`config.mk`:
```
export PLATFORM = sky130hd
export DESIGN_NAME = ldq
export DESIGN_NICKNAME = d
export VERILOG_FILES = /design/src/common/core_pkg.sv /design/src/common/ldq_pkg.sv /design/src/ldq/phy_wr_select.sv /design/src/ldq/ldq_entry.sv /design/src/hw/onehot_mux.sv /design/src/hw/ldq.sv
export VERILOG_INCLUDE_DIRS = /design/src /design/src/common
export SDC_FILE = /design/constraint.sdc
export NUM_CORES = 1
export LEC_CHECK = 0
export BUFFER_PORTS_ARGS = -buffer_cell sky130_fd_sc_hd__buf_4
export CAP_MARGIN = 25
export CORE_ASPECT_RATIO = 2
export CORE_MARGIN = 2
export CORE_UTILIZATION = 30
export CTS_CLUSTER_DIAMETER = 30
export DETAILED_ROUTE_END_ITERATION = 10
export HOLD_SLACK_MARGIN = 0.1
export MAX_ROUTING_LAYER = met4
export PLACE_DENSITY_LB_ADDON = 0.15
export SETUP_SLACK_MARGIN = 0.3
export SYNTH_ARGS = -nofsm -noshare
export SYNTH_HDL_FRONTEND = slang
export SYNTH_HIERARCHICAL = 1
export SYNTH_SLANG_ARGS = --single-unit
```
`constraint.sdc`:
```
create_clock -name i_clk -period 8.5 [get_ports i_clk]
set_clock_uncertainty 0.05 [all_clocks]
set_input_delay 0.425 -clock i_clk [delete_from_list [all_inputs] [get_ports i_clk]]
set_output_delay 0.425 -clock i_clk [all_outputs]
set_load 0.01 [all_outputs]
```
`src/common/ldq_params.svh`:
```
`ifndef LDQ_PARAMS_SVH
`define LDQ_PARAMS_SVH

`define LDQ_SIZE    4
`define CMT_ID_W    6
`define RNID_W      6
`define BR_TAG_NUM  4   // also the branch mask width
`define STQ_SIZE    4   // width of the store dependence mask
`define PHY_WR_NUM  2
`define PADDR_W     16

`endif

```
`src/common/core_pkg.sv`:
```
`include "ldq_params.svh"

package core_pkg;

  // commit ID, unique among live entries
  typedef logic [`CMT_ID_W-1:0] cmt_id_t;

  // physical register number
  typedef logic [`RNID_W-1:0] rnid_t;

  // one bit per branch tag in flight
  typedef logic [`BR_TAG_NUM-1:0] br_mask_t;

  typedef logic [$clog2(`BR_TAG_NUM)-1:0] br_tag_t;

endpackage

```
`src/common/ldq_pkg.sv`:
```
`include "ldq_params.svh"

package ldq_pkg;

  typedef enum logic [3:0] {
    LDQ_INIT,
    LDQ_ISSUE_WAIT,
    LDQ_ISSUED,
    LDQ_TLB_HAZ,
    LDQ_EX2_RUN,
    LDQ_STQ_HAZ,
    LDQ_EX3_DONE,
    LDQ_WAIT_COMPLETE,
    LDQ_DEAD
  } ldq_state_t;

  typedef struct packed {
    logic                  valid;
    ldq_state_t            state;
    core_pkg::cmt_id_t     cmt_id;
    core_pkg::br_mask_t    br_mask;
    logic                  rs1_valid;
    core_pkg::rnid_t       rs1_rnid;
    logic                  rs1_ready;
    logic [`PADDR_W-1:0]   paddr;
    logic [`STQ_SIZE-1:0]  stq_haz;   // older stores still blocking
  } ldq_entry_t;

  // handed to the load pipe at issue
  typedef struct packed {
    core_pkg::cmt_id_t  cmt_id;
    core_pkg::rnid_t    rs1_rnid;
  } ldq_issue_t;

endpackage

```
`src/ldq/phy_wr_select.sv`:
```
`timescale 1ns/1ps
`include "ldq_params.svh"

module phy_wr_select (
  input  core_pkg::rnid_t          i_rnid,
  input  logic [`PHY_WR_NUM-1:0]   i_phy_wr_valid,
  input  core_pkg::rnid_t          i_phy_wr_rnid [`PHY_WR_NUM],
  output logic                     o_hit
);

  logic [`PHY_WR_NUM-1:0] w_bus_hit;

  // any bus writing this register wakes it
  always_comb begin
    for (int b = 0; b < `PHY_WR_NUM; b++) begin
      w_bus_hit[b] = i_phy_wr_valid[b] & (i_phy_wr_rnid[b] == i_rnid);
    end
  end

  assign o_hit = |w_bus_hit;

endmodule

```
`src/ldq/ldq_entry.sv`:
```
`timescale 1ns/1ps
`include "ldq_params.svh"

module ldq_entry (
  input  logic                    i_clk,
  input  logic                    i_reset_n,

  input  logic                    i_disp_load,
  input  core_pkg::cmt_id_t       i_disp_cmt_id,
  input  core_pkg::br_mask_t      i_disp_br_mask,
  input  logic                    i_disp_rs1_valid,
  input  core_pkg::rnid_t         i_disp_rs1_rnid,
  input  logic                    i_disp_rs1_ready,

  input  logic [`PHY_WR_NUM-1:0]  i_phy_wr_valid,
  input  core_pkg::rnid_t         i_phy_wr_rnid [`PHY_WR_NUM],

  input  logic                    i_picked,

  input  logic                    i_ex1_valid,
  input  logic                    i_ex1_tlb_miss,
  input  logic [`PADDR_W-1:0]     i_ex1_paddr,
  input  logic                    i_tlb_resolve,

  input  logic                    i_ex2_valid,
  input  logic [`STQ_SIZE-1:0]    i_ex2_stq_haz,
  input  logic                    i_stq_resolve_valid,
  input  logic [`STQ_SIZE-1:0]    i_stq_resolve_oh,

  input  logic                    i_commit_valid,
  input  core_pkg::cmt_id_t       i_commit_cmt_id,

  input  logic                    i_br_update,
  input  logic                    i_br_mispredict,
  input  core_pkg::br_tag_t       i_br_tag,

  output ldq_pkg::ldq_entry_t     o_entry,
  output logic                    o_ready,
  output logic                    o_finish
);

  import core_pkg::*;
  import ldq_pkg::*;

  ldq_entry_t            r_entry;
  ldq_entry_t            w_entry_next;
  rnid_t                 w_rs1_rnid;
  logic                  w_rs1_hit;
  logic                  w_br_flush;
  logic                  w_disp_br_flush;
  logic                  w_commit_match;
  logic [`STQ_SIZE-1:0]  w_stq_haz_next;

  assign o_entry = r_entry;

  // look at the incoming operand while it is being written in
  assign w_rs1_rnid = i_disp_load ? i_disp_rs1_rnid : r_entry.rs1_rnid;

  phy_wr_select u_rs1_select (
    .i_rnid          (w_rs1_rnid),
    .i_phy_wr_valid  (i_phy_wr_valid),
    .i_phy_wr_rnid   (i_phy_wr_rnid),
    .o_hit           (w_rs1_hit)
  );

  assign w_br_flush = i_br_update & i_br_mispredict & r_entry.valid &
                      r_entry.br_mask[i_br_tag];
  assign w_disp_br_flush = i_br_update & i_br_mispredict & i_disp_br_mask[i_br_tag];

  assign w_commit_match = i_commit_valid & r_entry.valid &
                          (i_commit_cmt_id == r_entry.cmt_id);

  assign w_stq_haz_next = i_stq_resolve_valid ? (r_entry.stq_haz & ~i_stq_resolve_oh) :
                          r_entry.stq_haz;

  assign o_ready = (r_entry.state == LDQ_ISSUE_WAIT) & ~w_br_flush &
                   (~r_entry.rs1_valid | r_entry.rs1_ready);

  assign o_finish = w_commit_match &
                    ((r_entry.state == LDQ_WAIT_COMPLETE) | (r_entry.state == LDQ_DEAD));

  always_comb begin
    w_entry_next = r_entry;
    w_entry_next.rs1_ready = r_entry.rs1_ready | w_rs1_hit;
    if (i_br_update) begin
      w_entry_next.br_mask[i_br_tag] = 1'b0;  // branch resolved
    end

    case (r_entry.state)
      LDQ_INIT: begin
        if (i_disp_load) begin
          w_entry_next.valid     = 1'b1;
          w_entry_next.cmt_id    = i_disp_cmt_id;
          w_entry_next.br_mask   = i_disp_br_mask;
          w_entry_next.rs1_valid = i_disp_rs1_valid;
          w_entry_next.rs1_rnid  = i_disp_rs1_rnid;
          w_entry_next.rs1_ready = i_disp_rs1_ready | w_rs1_hit;
          w_entry_next.stq_haz   = '0;
          if (i_br_update) begin
            w_entry_next.br_mask[i_br_tag] = 1'b0;
          end
          w_entry_next.state = w_disp_br_flush ? LDQ_DEAD : LDQ_ISSUE_WAIT;
        end
      end
      LDQ_ISSUE_WAIT: begin
        if (w_br_flush) begin
          w_entry_next.state = LDQ_DEAD;
        end else if (o_ready & i_picked) begin
          w_entry_next.state = LDQ_ISSUED;
        end
      end
      LDQ_ISSUED: begin
        if (w_br_flush) begin
          w_entry_next.state = LDQ_DEAD;
        end else if (i_ex1_valid) begin
          w_entry_next.state = i_ex1_tlb_miss ? LDQ_TLB_HAZ : LDQ_EX2_RUN;
          w_entry_next.paddr = i_ex1_paddr;
        end
      end
      LDQ_TLB_HAZ: begin
        if (w_br_flush) begin
          w_entry_next.state = LDQ_DEAD;
        end else if (i_tlb_resolve) begin
          w_entry_next.state = LDQ_ISSUE_WAIT;  // replay from issue
        end
      end
      LDQ_EX2_RUN: begin
        if (w_br_flush) begin
          w_entry_next.state = LDQ_DEAD;
        end else if (i_ex2_valid) begin
          w_entry_next.stq_haz = i_ex2_stq_haz;
          w_entry_next.state   = (|i_ex2_stq_haz) ? LDQ_STQ_HAZ : LDQ_EX3_DONE;
        end
      end
      LDQ_STQ_HAZ: begin
        if (w_br_flush) begin
          w_entry_next.state = LDQ_DEAD;
        end else begin
          w_entry_next.stq_haz = w_stq_haz_next;
          if (w_stq_haz_next == '0) begin
            w_entry_next.state = LDQ_ISSUE_WAIT;
          end
        end
      end
      LDQ_EX3_DONE: begin
        w_entry_next.state = w_br_flush ? LDQ_DEAD : LDQ_WAIT_COMPLETE;
      end
      LDQ_WAIT_COMPLETE, LDQ_DEAD: begin
        // both leave only through their own commit
        if (w_commit_match) begin
          w_entry_next.state = LDQ_INIT;
          w_entry_next.valid = 1'b0;
        end
      end
      default: begin
        w_entry_next.state = LDQ_INIT;
        w_entry_next.valid = 1'b0;
      end
    endcase
  end

  always_ff @(posedge i_clk, negedge i_reset_n) begin
    if (!i_reset_n) begin
      r_entry.valid   <= 1'b0;
      r_entry.state   <= LDQ_INIT;
      r_entry.stq_haz <= '0;
    end else begin
      r_entry <= w_entry_next;
    end
  end

endmodule

```
`src/hw/onehot_mux.sv`:
```
`timescale 1ns/1ps

module onehot_mux #(
  parameter type T = logic,
  parameter int  N = 2
) (
  input  logic [N-1:0]  i_sel,
  input  T              i_data [N],
  output T              o_data
);

  logic [$bits(T)-1:0] w_acc;

  // unselected inputs contribute zero
  always_comb begin
    w_acc = '0;
    for (int i = 0; i < N; i++) begin
      if (i_sel[i]) begin
        w_acc = w_acc | i_data[i];
      end
    end
  end

  assign o_data = T'(w_acc);

endmodule

```
`src/hw/ldq.sv`:
```
`timescale 1ns/1ps
`include "ldq_params.svh"

module ldq (
  input  logic                             i_clk,
  input  logic                             i_reset_n,

  input  logic                             i_disp_valid,
  input  core_pkg::cmt_id_t                i_disp_cmt_id,
  input  core_pkg::br_mask_t               i_disp_br_mask,
  input  logic                             i_disp_rs1_valid,
  input  core_pkg::rnid_t                  i_disp_rs1_rnid,
  input  logic                             i_disp_rs1_ready,
  output logic                             o_disp_ready,

  input  logic [`PHY_WR_NUM-1:0]           i_phy_wr_valid,
  input  core_pkg::rnid_t                  i_phy_wr_rnid [`PHY_WR_NUM],

  input  logic                             i_issue_stall,
  output logic                             o_issue_valid,
  output logic [$clog2(`LDQ_SIZE)-1:0]     o_issue_index,
  output ldq_pkg::ldq_issue_t              o_issue_payload,

  input  logic                             i_ex1_valid,
  input  logic [$clog2(`LDQ_SIZE)-1:0]     i_ex1_index,
  input  logic                             i_ex1_tlb_miss,
  input  logic [`PADDR_W-1:0]              i_ex1_paddr,
  input  logic                             i_tlb_resolve,

  input  logic                             i_ex2_valid,
  input  logic [$clog2(`LDQ_SIZE)-1:0]     i_ex2_index,
  input  logic [`STQ_SIZE-1:0]             i_ex2_stq_haz,
  input  logic                             i_stq_resolve_valid,
  input  logic [`STQ_SIZE-1:0]             i_stq_resolve_oh,

  input  logic                             i_commit_valid,
  input  core_pkg::cmt_id_t                i_commit_cmt_id,

  input  logic                             i_br_update,
  input  logic                             i_br_mispredict,
  input  core_pkg::br_tag_t                i_br_tag,

  output logic                             o_finish_valid,
  output core_pkg::cmt_id_t                o_finish_cmt_id
);

  import core_pkg::*;
  import ldq_pkg::*;

  localparam int IDX_W = $clog2(`LDQ_SIZE);

  ldq_entry_t             w_entries    [`LDQ_SIZE];
  ldq_issue_t             w_issue_data [`LDQ_SIZE];
  cmt_id_t                w_cmt_ids    [`LDQ_SIZE];
  logic [`LDQ_SIZE-1:0]   w_free;
  logic [`LDQ_SIZE-1:0]   w_disp_oh;
  logic [`LDQ_SIZE-1:0]   w_ready;
  logic [`LDQ_SIZE-1:0]   w_issue_oh;
  logic [`LDQ_SIZE-1:0]   w_finish;
  logic [IDX_W-1:0]       w_issue_index;

  always_comb begin
    for (int i = 0; i < `LDQ_SIZE; i++) begin
      w_free[i]       = (w_entries[i].state == LDQ_INIT);
      w_issue_data[i] = '{cmt_id: w_entries[i].cmt_id, rs1_rnid: w_entries[i].rs1_rnid};
      w_cmt_ids[i]    = w_entries[i].cmt_id;
    end
  end

  // lowest set bit wins for both dispatch and issue
  assign w_disp_oh  = w_free & (~w_free + 1'b1);
  assign w_issue_oh = w_ready & (~w_ready + 1'b1);

  always_comb begin
    w_issue_index = '0;
    for (int i = 0; i < `LDQ_SIZE; i++) begin
      if (w_issue_oh[i]) begin
        w_issue_index = IDX_W'(i);
      end
    end
  end

  assign o_disp_ready   = |w_free;
  assign o_issue_valid  = (|w_ready) & ~i_issue_stall;
  assign o_issue_index  = w_issue_index;
  assign o_finish_valid = |w_finish;

  for (genvar g = 0; g < `LDQ_SIZE; g++) begin : g_entry
    ldq_entry u_entry (
      .i_clk               (i_clk),
      .i_reset_n           (i_reset_n),
      .i_disp_load         (i_disp_valid & w_disp_oh[g]),
      .i_disp_cmt_id       (i_disp_cmt_id),
      .i_disp_br_mask      (i_disp_br_mask),
      .i_disp_rs1_valid    (i_disp_rs1_valid),
      .i_disp_rs1_rnid     (i_disp_rs1_rnid),
      .i_disp_rs1_ready    (i_disp_rs1_ready),
      .i_phy_wr_valid      (i_phy_wr_valid),
      .i_phy_wr_rnid       (i_phy_wr_rnid),
      .i_picked            (w_issue_oh[g] & ~i_issue_stall),  // stall holds everything
      .i_ex1_valid         (i_ex1_valid & (i_ex1_index == IDX_W'(g))),
      .i_ex1_tlb_miss      (i_ex1_tlb_miss),
      .i_ex1_paddr         (i_ex1_paddr),
      .i_tlb_resolve       (i_tlb_resolve),
      .i_ex2_valid         (i_ex2_valid & (i_ex2_index == IDX_W'(g))),
      .i_ex2_stq_haz       (i_ex2_stq_haz),
      .i_stq_resolve_valid (i_stq_resolve_valid),
      .i_stq_resolve_oh    (i_stq_resolve_oh),
      .i_commit_valid      (i_commit_valid),
      .i_commit_cmt_id     (i_commit_cmt_id),
      .i_br_update         (i_br_update),
      .i_br_mispredict     (i_br_mispredict),
      .i_br_tag            (i_br_tag),
      .o_entry             (w_entries[g]),
      .o_ready             (w_ready[g]),
      .o_finish            (w_finish[g])
    );
  end

  onehot_mux #(
    .T (ldq_issue_t),
    .N (`LDQ_SIZE)
  ) u_issue_mux (
    .i_sel  (w_issue_oh),
    .i_data (w_issue_data),
    .o_data (o_issue_payload)
  );

  // commit IDs are unique, so at most one finish bit is set
  onehot_mux #(
    .T (cmt_id_t),
    .N (`LDQ_SIZE)
  ) u_finish_mux (
    .i_sel  (w_finish),
    .i_data (w_cmt_ids),
    .o_data (o_finish_cmt_id)
  );

endmodule

```
==> impl_metrics.csv, run 1 <==
group,metric,value,unit
synthesis,synth_nets,809,
sta,holdWs,0.194,ns
power_and_ir_drop,total_leakage_power,3.40,nW
grt,overflow_left_after_global_routing,0,
clocking,hold_buffer_count_at_cts,1,
worst_setup_path,crit_slowest_cell,"nor2_1",
worst_setup_path,category_of_the_worst_setup_path_capture_point,"flip-flop",
finish,post-route-cell-area,8670,µm²
finish,layout.core_utilization,35.5,%
power_and_ir_drop,fin_total_pwr,2.36,mW
clocking,worst_setup_hold_path_clk_slew,0.08,ns
clocking,cts.htree.levels,3,
placement,place.detailed.hpwl,18.6,mm
detailed_routing,post-route-drc-count,0,
detailed_routing,via_per_inst,5.30,
sta,period_share,43.7,%
synthesis,mean_post_synth_cell_area,10.2,µm²
grt,grt_pass1_wl,37.2,mm
finish,final_layout_size_suffix_gt1_share,20.9,%
sta,setup_viol,0,
floorplan,fp.dieH,226,µm
clocking,cts_setup_buffers,0,
detailed_routing,detail-route-antenna-nets,0,
sta,final.min_clock_period,3.71,ns
grt,number_of_antenna_violations_at_the_first_check_in_global_routing,0,
worst_setup_path,worst_path_most_repeated_cell,"nor2_1",
worst_setup_path,crit_path_cell_trace,"or4_1 > nor2_1 > nand3_1 > nor2_1 > buf_4",
worst_setup_path,cp_data_required_time,8.51,ns
grt,maximum_number_of_pins_on_one_net_before_global_route_repair,46,
detailed_routing,drt_iter0_markers,392,
detailed_routing,route.vias.total,6053,
sta,slew_headroom,34.9,%
run,max_cap_viol_count,0,
sta,rsz0062_at_grt,"false",
worst_setup_path,critical-path-max-stage-delay,0.74,ns
clocking,cts.repair.resized,0,
placement,placed_area,8380,µm²
sta,max_freq,269,MHz
outcome,status,"complete, no violations",
clocking,worstSkewPairLatency,0.38,ns
clocking,cts-root-to-sink-buffers,2,
finish,largest_reg_flops,108,
grt,gr-usage-all-layers,19.9,%
sta,hold_viol_final,0,
worst_setup_path,path_class,"flip-flop to flip-flop",
detailed_routing,drtPass1Iterations,5,
placement,place.gp.congestion,0.871,
power_and_ir_drop,pwr_density_cell,272,nW/µm²
synthesis,post_synth_inst_count,729,
sta,timing_max_transition_violations_final,0,
sta,timing.setup.tns,0,ns
finish,multi_input_area,4070,µm²
worst_setup_path,critical_path.reg2reg.startpoint,"g_entry[1].u_entry/o_entry[38]$_DFFE_PN0P_",
finish,antenna_cells_inserted,0,
finish,layout.nets,885,
worst_setup_path,critPathMaxFanout,18,
clocking,cts.sinks,108,
floorplan,die_width,115,µm
detailed_routing,avgRoutedWirePerCell,21.4,µm
finish,fill_cells,2521,
clocking,cts_tree,"done",
grt,grt_pass1_vias,6337,
floorplan,initial_utilization,30.4,%
worst_hold_path,hold_crit_start,"i_disp_cmt_id[0]",
synthesis,synth.cell_area,7420,µm²
floorplan,rows,81,
floorplan,boundaryPins,103,
finish,area_growth,16.9,%
floorplan,dieArea,26100,µm²
worst_setup_path,cp_startpoint_kind,"flip-flop",
power_and_ir_drop,max-vdd-ir-drop,0.105,mV
clocking,cts-root-buf,"clkbuf_16",
sta,worst_margin_slew,0.973,ns
placement,placement.io_buffers,86,
detailed_routing,routed_wl,24.4,mm
clocking,tritoncts.num_buffers,9,
worst_hold_path,timing.hold.worst.class,"input port to flip-flop",
synthesis,yosys_warnings,6,
worst_setup_path,cp_data_arrival_time,3.73,ns
floorplan,core_region_area,24400,µm²
worst_setup_path,worstSetupStartpoint,"g_entry[1].u_entry/o_entry[38]$_DFFE_PN0P_",
finish,register_area,3060,µm²
[area by class of cell]
| cell class | count | area share, % |
|---|---|---|
| Multi-Input combinational cell | 558 | 47.0 |
| Sequential cell | 108 | 35.3 |
| Timing Repair Buffer | 95 | 8.25 |
| Tap cell | 332 | 4.79 |
| Clock buffer | 10 | 2.64 |
| Inverter | 33 | 1.43 |
| Clock inverter | 5 | 0.606 |
[layout by cell type (no fill, tap or decap), types with 5 or more instances in the layout]
master	n
xnor2_1	60
nand2b_1	21
nor3_1	13
nor4_1	10
a22o_1	15
a22oi_1	37
o21ai_0	8
mux2i_1	18
nand3_1	23
clkbuf_16	9
nor3b_1	6
nand2_1	83
nand4_1	13
o2bb2ai_1	5
xor2_1	12
nor2b_1	9
a21oi_1	11
buf_4	94
nor2_1	45
inv_1	33
o22ai_1	9
dfrtp_1	36
and3_1	6
edfxtp_1	72
mux2_2	28
a31oi_1	20
[per-layer routing]
metal  global-route usage (%)  routed length, µm
met1                     20.2               9050
met2                     37.2              14000
met3                     3.07                670
met4                     8.16                677
met5                        -                  0
[stage by stage]
| step | std cells | setup WS [ns] |
|---|---|---|
| after global placement | 1125 | 4.78 |
| after CTS | 1141 | 4.73 |
| after global routing | 1141 | 4.59 |
| after detailed placement | 1125 | 4.77 |
| after floorplan | 729 | 5.21 |
| final | 1141 | 4.79 |
[critical path: cells and delay by family (launching register included)]
family | cells | cell delay (ns)
simple gates | 4 | 2.42
flops | 1 | 0.60
buf+inv | 1 | 0.31
[power breakdown]
part           total [mW]  internal [mW]  switching (mW)
Clock               0.433          0.226           0.206
Combinational        1.10          0.498           0.598
Sequential          0.832          0.666           0.167
Total                2.36           1.39           0.971
[worst paths after layout]
check / end / slack (ns) / cells after the start
max: g_entry[1].u_entry/o_entry[36]$_DFFE_PP_ / 4.79 / 5
min: g_entry[0].u_entry/o_entry[32]$_DFFE_PP_ / 0.19 / 1
max reg2reg: g_entry[1].u_entry/o_entry[36]$_DFFE_PP_ / 4.79 / 5
min reg2reg: g_entry[0].u_entry/o_entry[0]$_DFFE_PN0P_ / 0.45 / 1
max in group asynchronous: g_entry[0].u_entry/o_entry[38]$_DFFE_PN0P_ / 7.07 / 3
min in group asynchronous: g_entry[1].u_entry/o_entry[42]$_DFFE_PN0P_ / 0.41 / 2
No activity file was read; power rests on OpenSTA's default activity.
==> run 2: changes to the inputs <==
==> constraint.sdc (replaced) <==
create_clock -name i_clk -period 3.3 [get_ports i_clk]
set_clock_uncertainty 0.05 [all_clocks]
set_input_delay 0.165 -clock i_clk [delete_from_list [all_inputs] [get_ports i_clk]]
set_output_delay 0.165 -clock i_clk [all_outputs]
set_load 0.01 [all_outputs]
==> run 2 against run 1 <==
  * Clock power rose by 140%
  * Sequential power rose by 130%
  * Sequential share of layout area fell by 3.1 points
  * Largest power group unchanged
  * Design area rose by 9.5%
  * First-iteration DRC count rose by 23%
==> impl_metrics.csv, run 2 (synthesis results as in run 1) <==
group,metric,value,unit
finish,area_growth,28.0,%
worst_setup_path,path_class,"flip-flop to primary output",
detailed_routing,avgRoutedWirePerCell,20.9,µm
floorplan,die_width,115,µm
floorplan,fp.dieH,226,µm
sta,timing.setup.tns,0,ns
power_and_ir_drop,total_leakage_power,3.79,nW
worst_setup_path,crit_path_cell_trace,"mux4_2 > nand4_4 > nand2_2 > nor3b_2 > or4b_4 > buf_6 > clkinvlp_4 > clkbuf_16 > a22oi_2 > nand2_1 > buf_6",
run,max_cap_viol_count,0,
placement,place.gp.congestion,0.903,
placement,placement.io_buffers,86,
outcome,status,"complete, no violations",
finish,layout_common_cells,"buf_4 (136), nand2_1 (80), edfxtp_1 (72)",
worst_setup_path,category_of_the_worst_setup_path_capture_point,"primary output",
sta,final.min_clock_period,3.06,ns
finish,antenna_cells_inserted,0,
worst_setup_path,number_of_cell_instances_on_the_worst_register_to_register_path,12,
finish,layoutNonFillerInstCount,1216,
sta,max_freq,326,MHz
floorplan,rows,81,
finish,layout_commonest_cell,"buf_4",
sta,worst_margin_slew,0.722,ns
detailed_routing,detail-route-antenna-nets,0,
finish,largest_reg_flops,108,
clocking,tritoncts.num_buffers,9,
grt,gr-usage-all-layers,20.5,%
worst_setup_path,critical-path-max-stage-delay,0.55,ns
clocking,cts-root-buf,"clkbuf_16",
detailed_routing,wl_met2,14.6,mm
clocking,worst_setup_hold_path_clk_slew,0.08,ns
worst_setup_path,crit_slowest_cell,"mux4_2",
worst_setup_path,cp_data_arrival_time,2.85,ns
detailed_routing,route.vias.total,6335,
worst_hold_path,whs_path_depth,5,
placement,post-place-ws,0.0561,ns
clocking,cts_tree,"done",
detailed_routing,drtPass1Iterations,5,
detailed_routing,routed_wl,25.4,mm
sta,slew_headroom,51.4,%
sta,timing_max_transition_violations_final,0,
worst_setup_path,cp_data_required_time,3.08,ns
sta,rsz0062_at_grt,"true",
clocking,cts.htree.levels,3,
floorplan,core_region_area,24400,µm²
floorplan,dieArea,26100,µm²
sta,period_share,92.9,%
worst_setup_path,cp_startpoint_kind,"flip-flop",
floorplan,boundaryPins,103,
grt,maximum_number_of_pins_on_one_net_before_global_route_repair,32,
grt,number_of_antenna_violations_at_the_first_check_in_global_routing,0,
power_and_ir_drop,fin_total_pwr,6.77,mW
clocking,cts-root-to-sink-buffers,2,
sta,hold_viol_final,0,
grt,overflow_left_after_global_routing,0,
detailed_routing,drt_iter0_markers,483,
power_and_ir_drop,max-vdd-ir-drop,0.319,mV
power_and_ir_drop,pwr_density_cell,713,nW/µm²
placement,placedCellCount,1163,
grt,grt_pass1_wl,38.5,mm
sta,setup_viol,0,
worst_setup_path,worst_path_most_repeated_cell,"buf_6",
detailed_routing,met3WireLength,628,µm
placement,place.detailed.hpwl,19.3,mm
clocking,worstSkewPairLatency,0.38,ns
detailed_routing,m1_wire_length,9.42,mm
finish,layout.nets,959,
grt,grt_pass1_vias,6471,
finish,final_layout_size_suffix_gt1_share,28.4,%
detailed_routing,highest-signal-layer,"met4",
finish,layout.core_utilization,38.9,%
detailed_routing,via_per_inst,5.21,
worst_setup_path,critPathMaxFanout,6,
clocking,cts.sinks,108,
floorplan,initial_utilization,30.4,%
detailed_routing,post-route-drc-count,0,
worst_hold_path,timing.hold.worst.class,"input port to flip-flop",
sta,worst_slack,0.236,ns
run 2: cell types whose count changed in the layout (fill, tap and decap cells not counted), sizes merged:
cell / delta
dlygate4sd3: +17
clkinvlp: +2
bufinv: -1
buf: +56
inv: -2
clkinv: +3
run 2: layout make-up:
class | count | area, µm²
well taps | 332 | 415
repair buffers | 169 | 1400
flip-flops and latches | 108 | 3060
fillers | 2474 | 14900
inverters | 33 | 131
clock inverters | 7 | 42.5
multi-input cells | 558 | 4220
clock buffers | 9 | 225
run 2: where the power goes:
part	leakage [nW]	switching, mW	internal [mW]
registers	1.14	0.218	1.72
logic	2.52	1.97	1.82
clock network	0.131	0.540	0.509
run 2: what timing repair did:
| action | 4_1_cts | 5_1_grt |
|---|---|---|
| pin swaps | 29 | 9 |
| setup endpoints to repair | 21 | 22 |
| cloned | 1 | 0 |
| hold endpoints to repair | 73 | 0 |
| resized for setup | 35 | 13 |
| setup buffers | 13 | 5 |
| hold buffers | 18 | 0 |
run 2: critical path: cells and delay by family (launching register included):
kind	cells	cell delay, ns
muxes	1	0.55
AOI/OAI and AO/OA	1	0.05
buffers and inverters	4	0.52
and+or+nand+nor	5	0.96
DFF	1	0.40
run 2: final timing paths:
| check | start | end | slack, ns |
|---|---|---|---|
| worst min register to register | g_entry[1].u_entry/o_entry[0]$_DFFE_PN0P_ | g_entry[1].u_entry/o_entry[0]$_DFFE_PN0P_ | 0.45 |
| worst max-delay path | g_entry[3].u_entry/o_entry[31]$_DFFE_PP_ | o_issue_payload[0] | 0.24 |
| worst min-delay path | i_stq_resolve_oh[0] | g_entry[0].u_entry/o_entry[0]$_DFFE_PN0P_ | 0.17 |
| max in group asynchronous | i_reset_n | g_entry[3].u_entry/o_entry[1]$_DFFE_PN0P_ | 2.14 |
| min in group asynchronous | i_reset_n | g_entry[2].u_entry/o_entry[39]$_DFFE_PN0P_ | 0.21 |
| worst max register to register | g_entry[3].u_entry/o_entry[31]$_DFFE_PP_ | g_entry[3].u_entry/o_entry[39]$_DFFE_PN0P_ | 0.25 |
run 2: routing by layer:
metal,up-vias,global-route usage [%]
met3,32,2.70
met4,0,8.08
met5,-,-
met2,124,38.8
li1,3057,-
met1,3122,21.0
run 2: stage by stage:
stage	hold slack, ns	instance area [µm²]
floorplan	-0.181	7420
global placement	0.0710	8670
detailed placement	0.0745	8670
CTS	0.156	9420
global route	0.189	9500
finish	0.175	9500
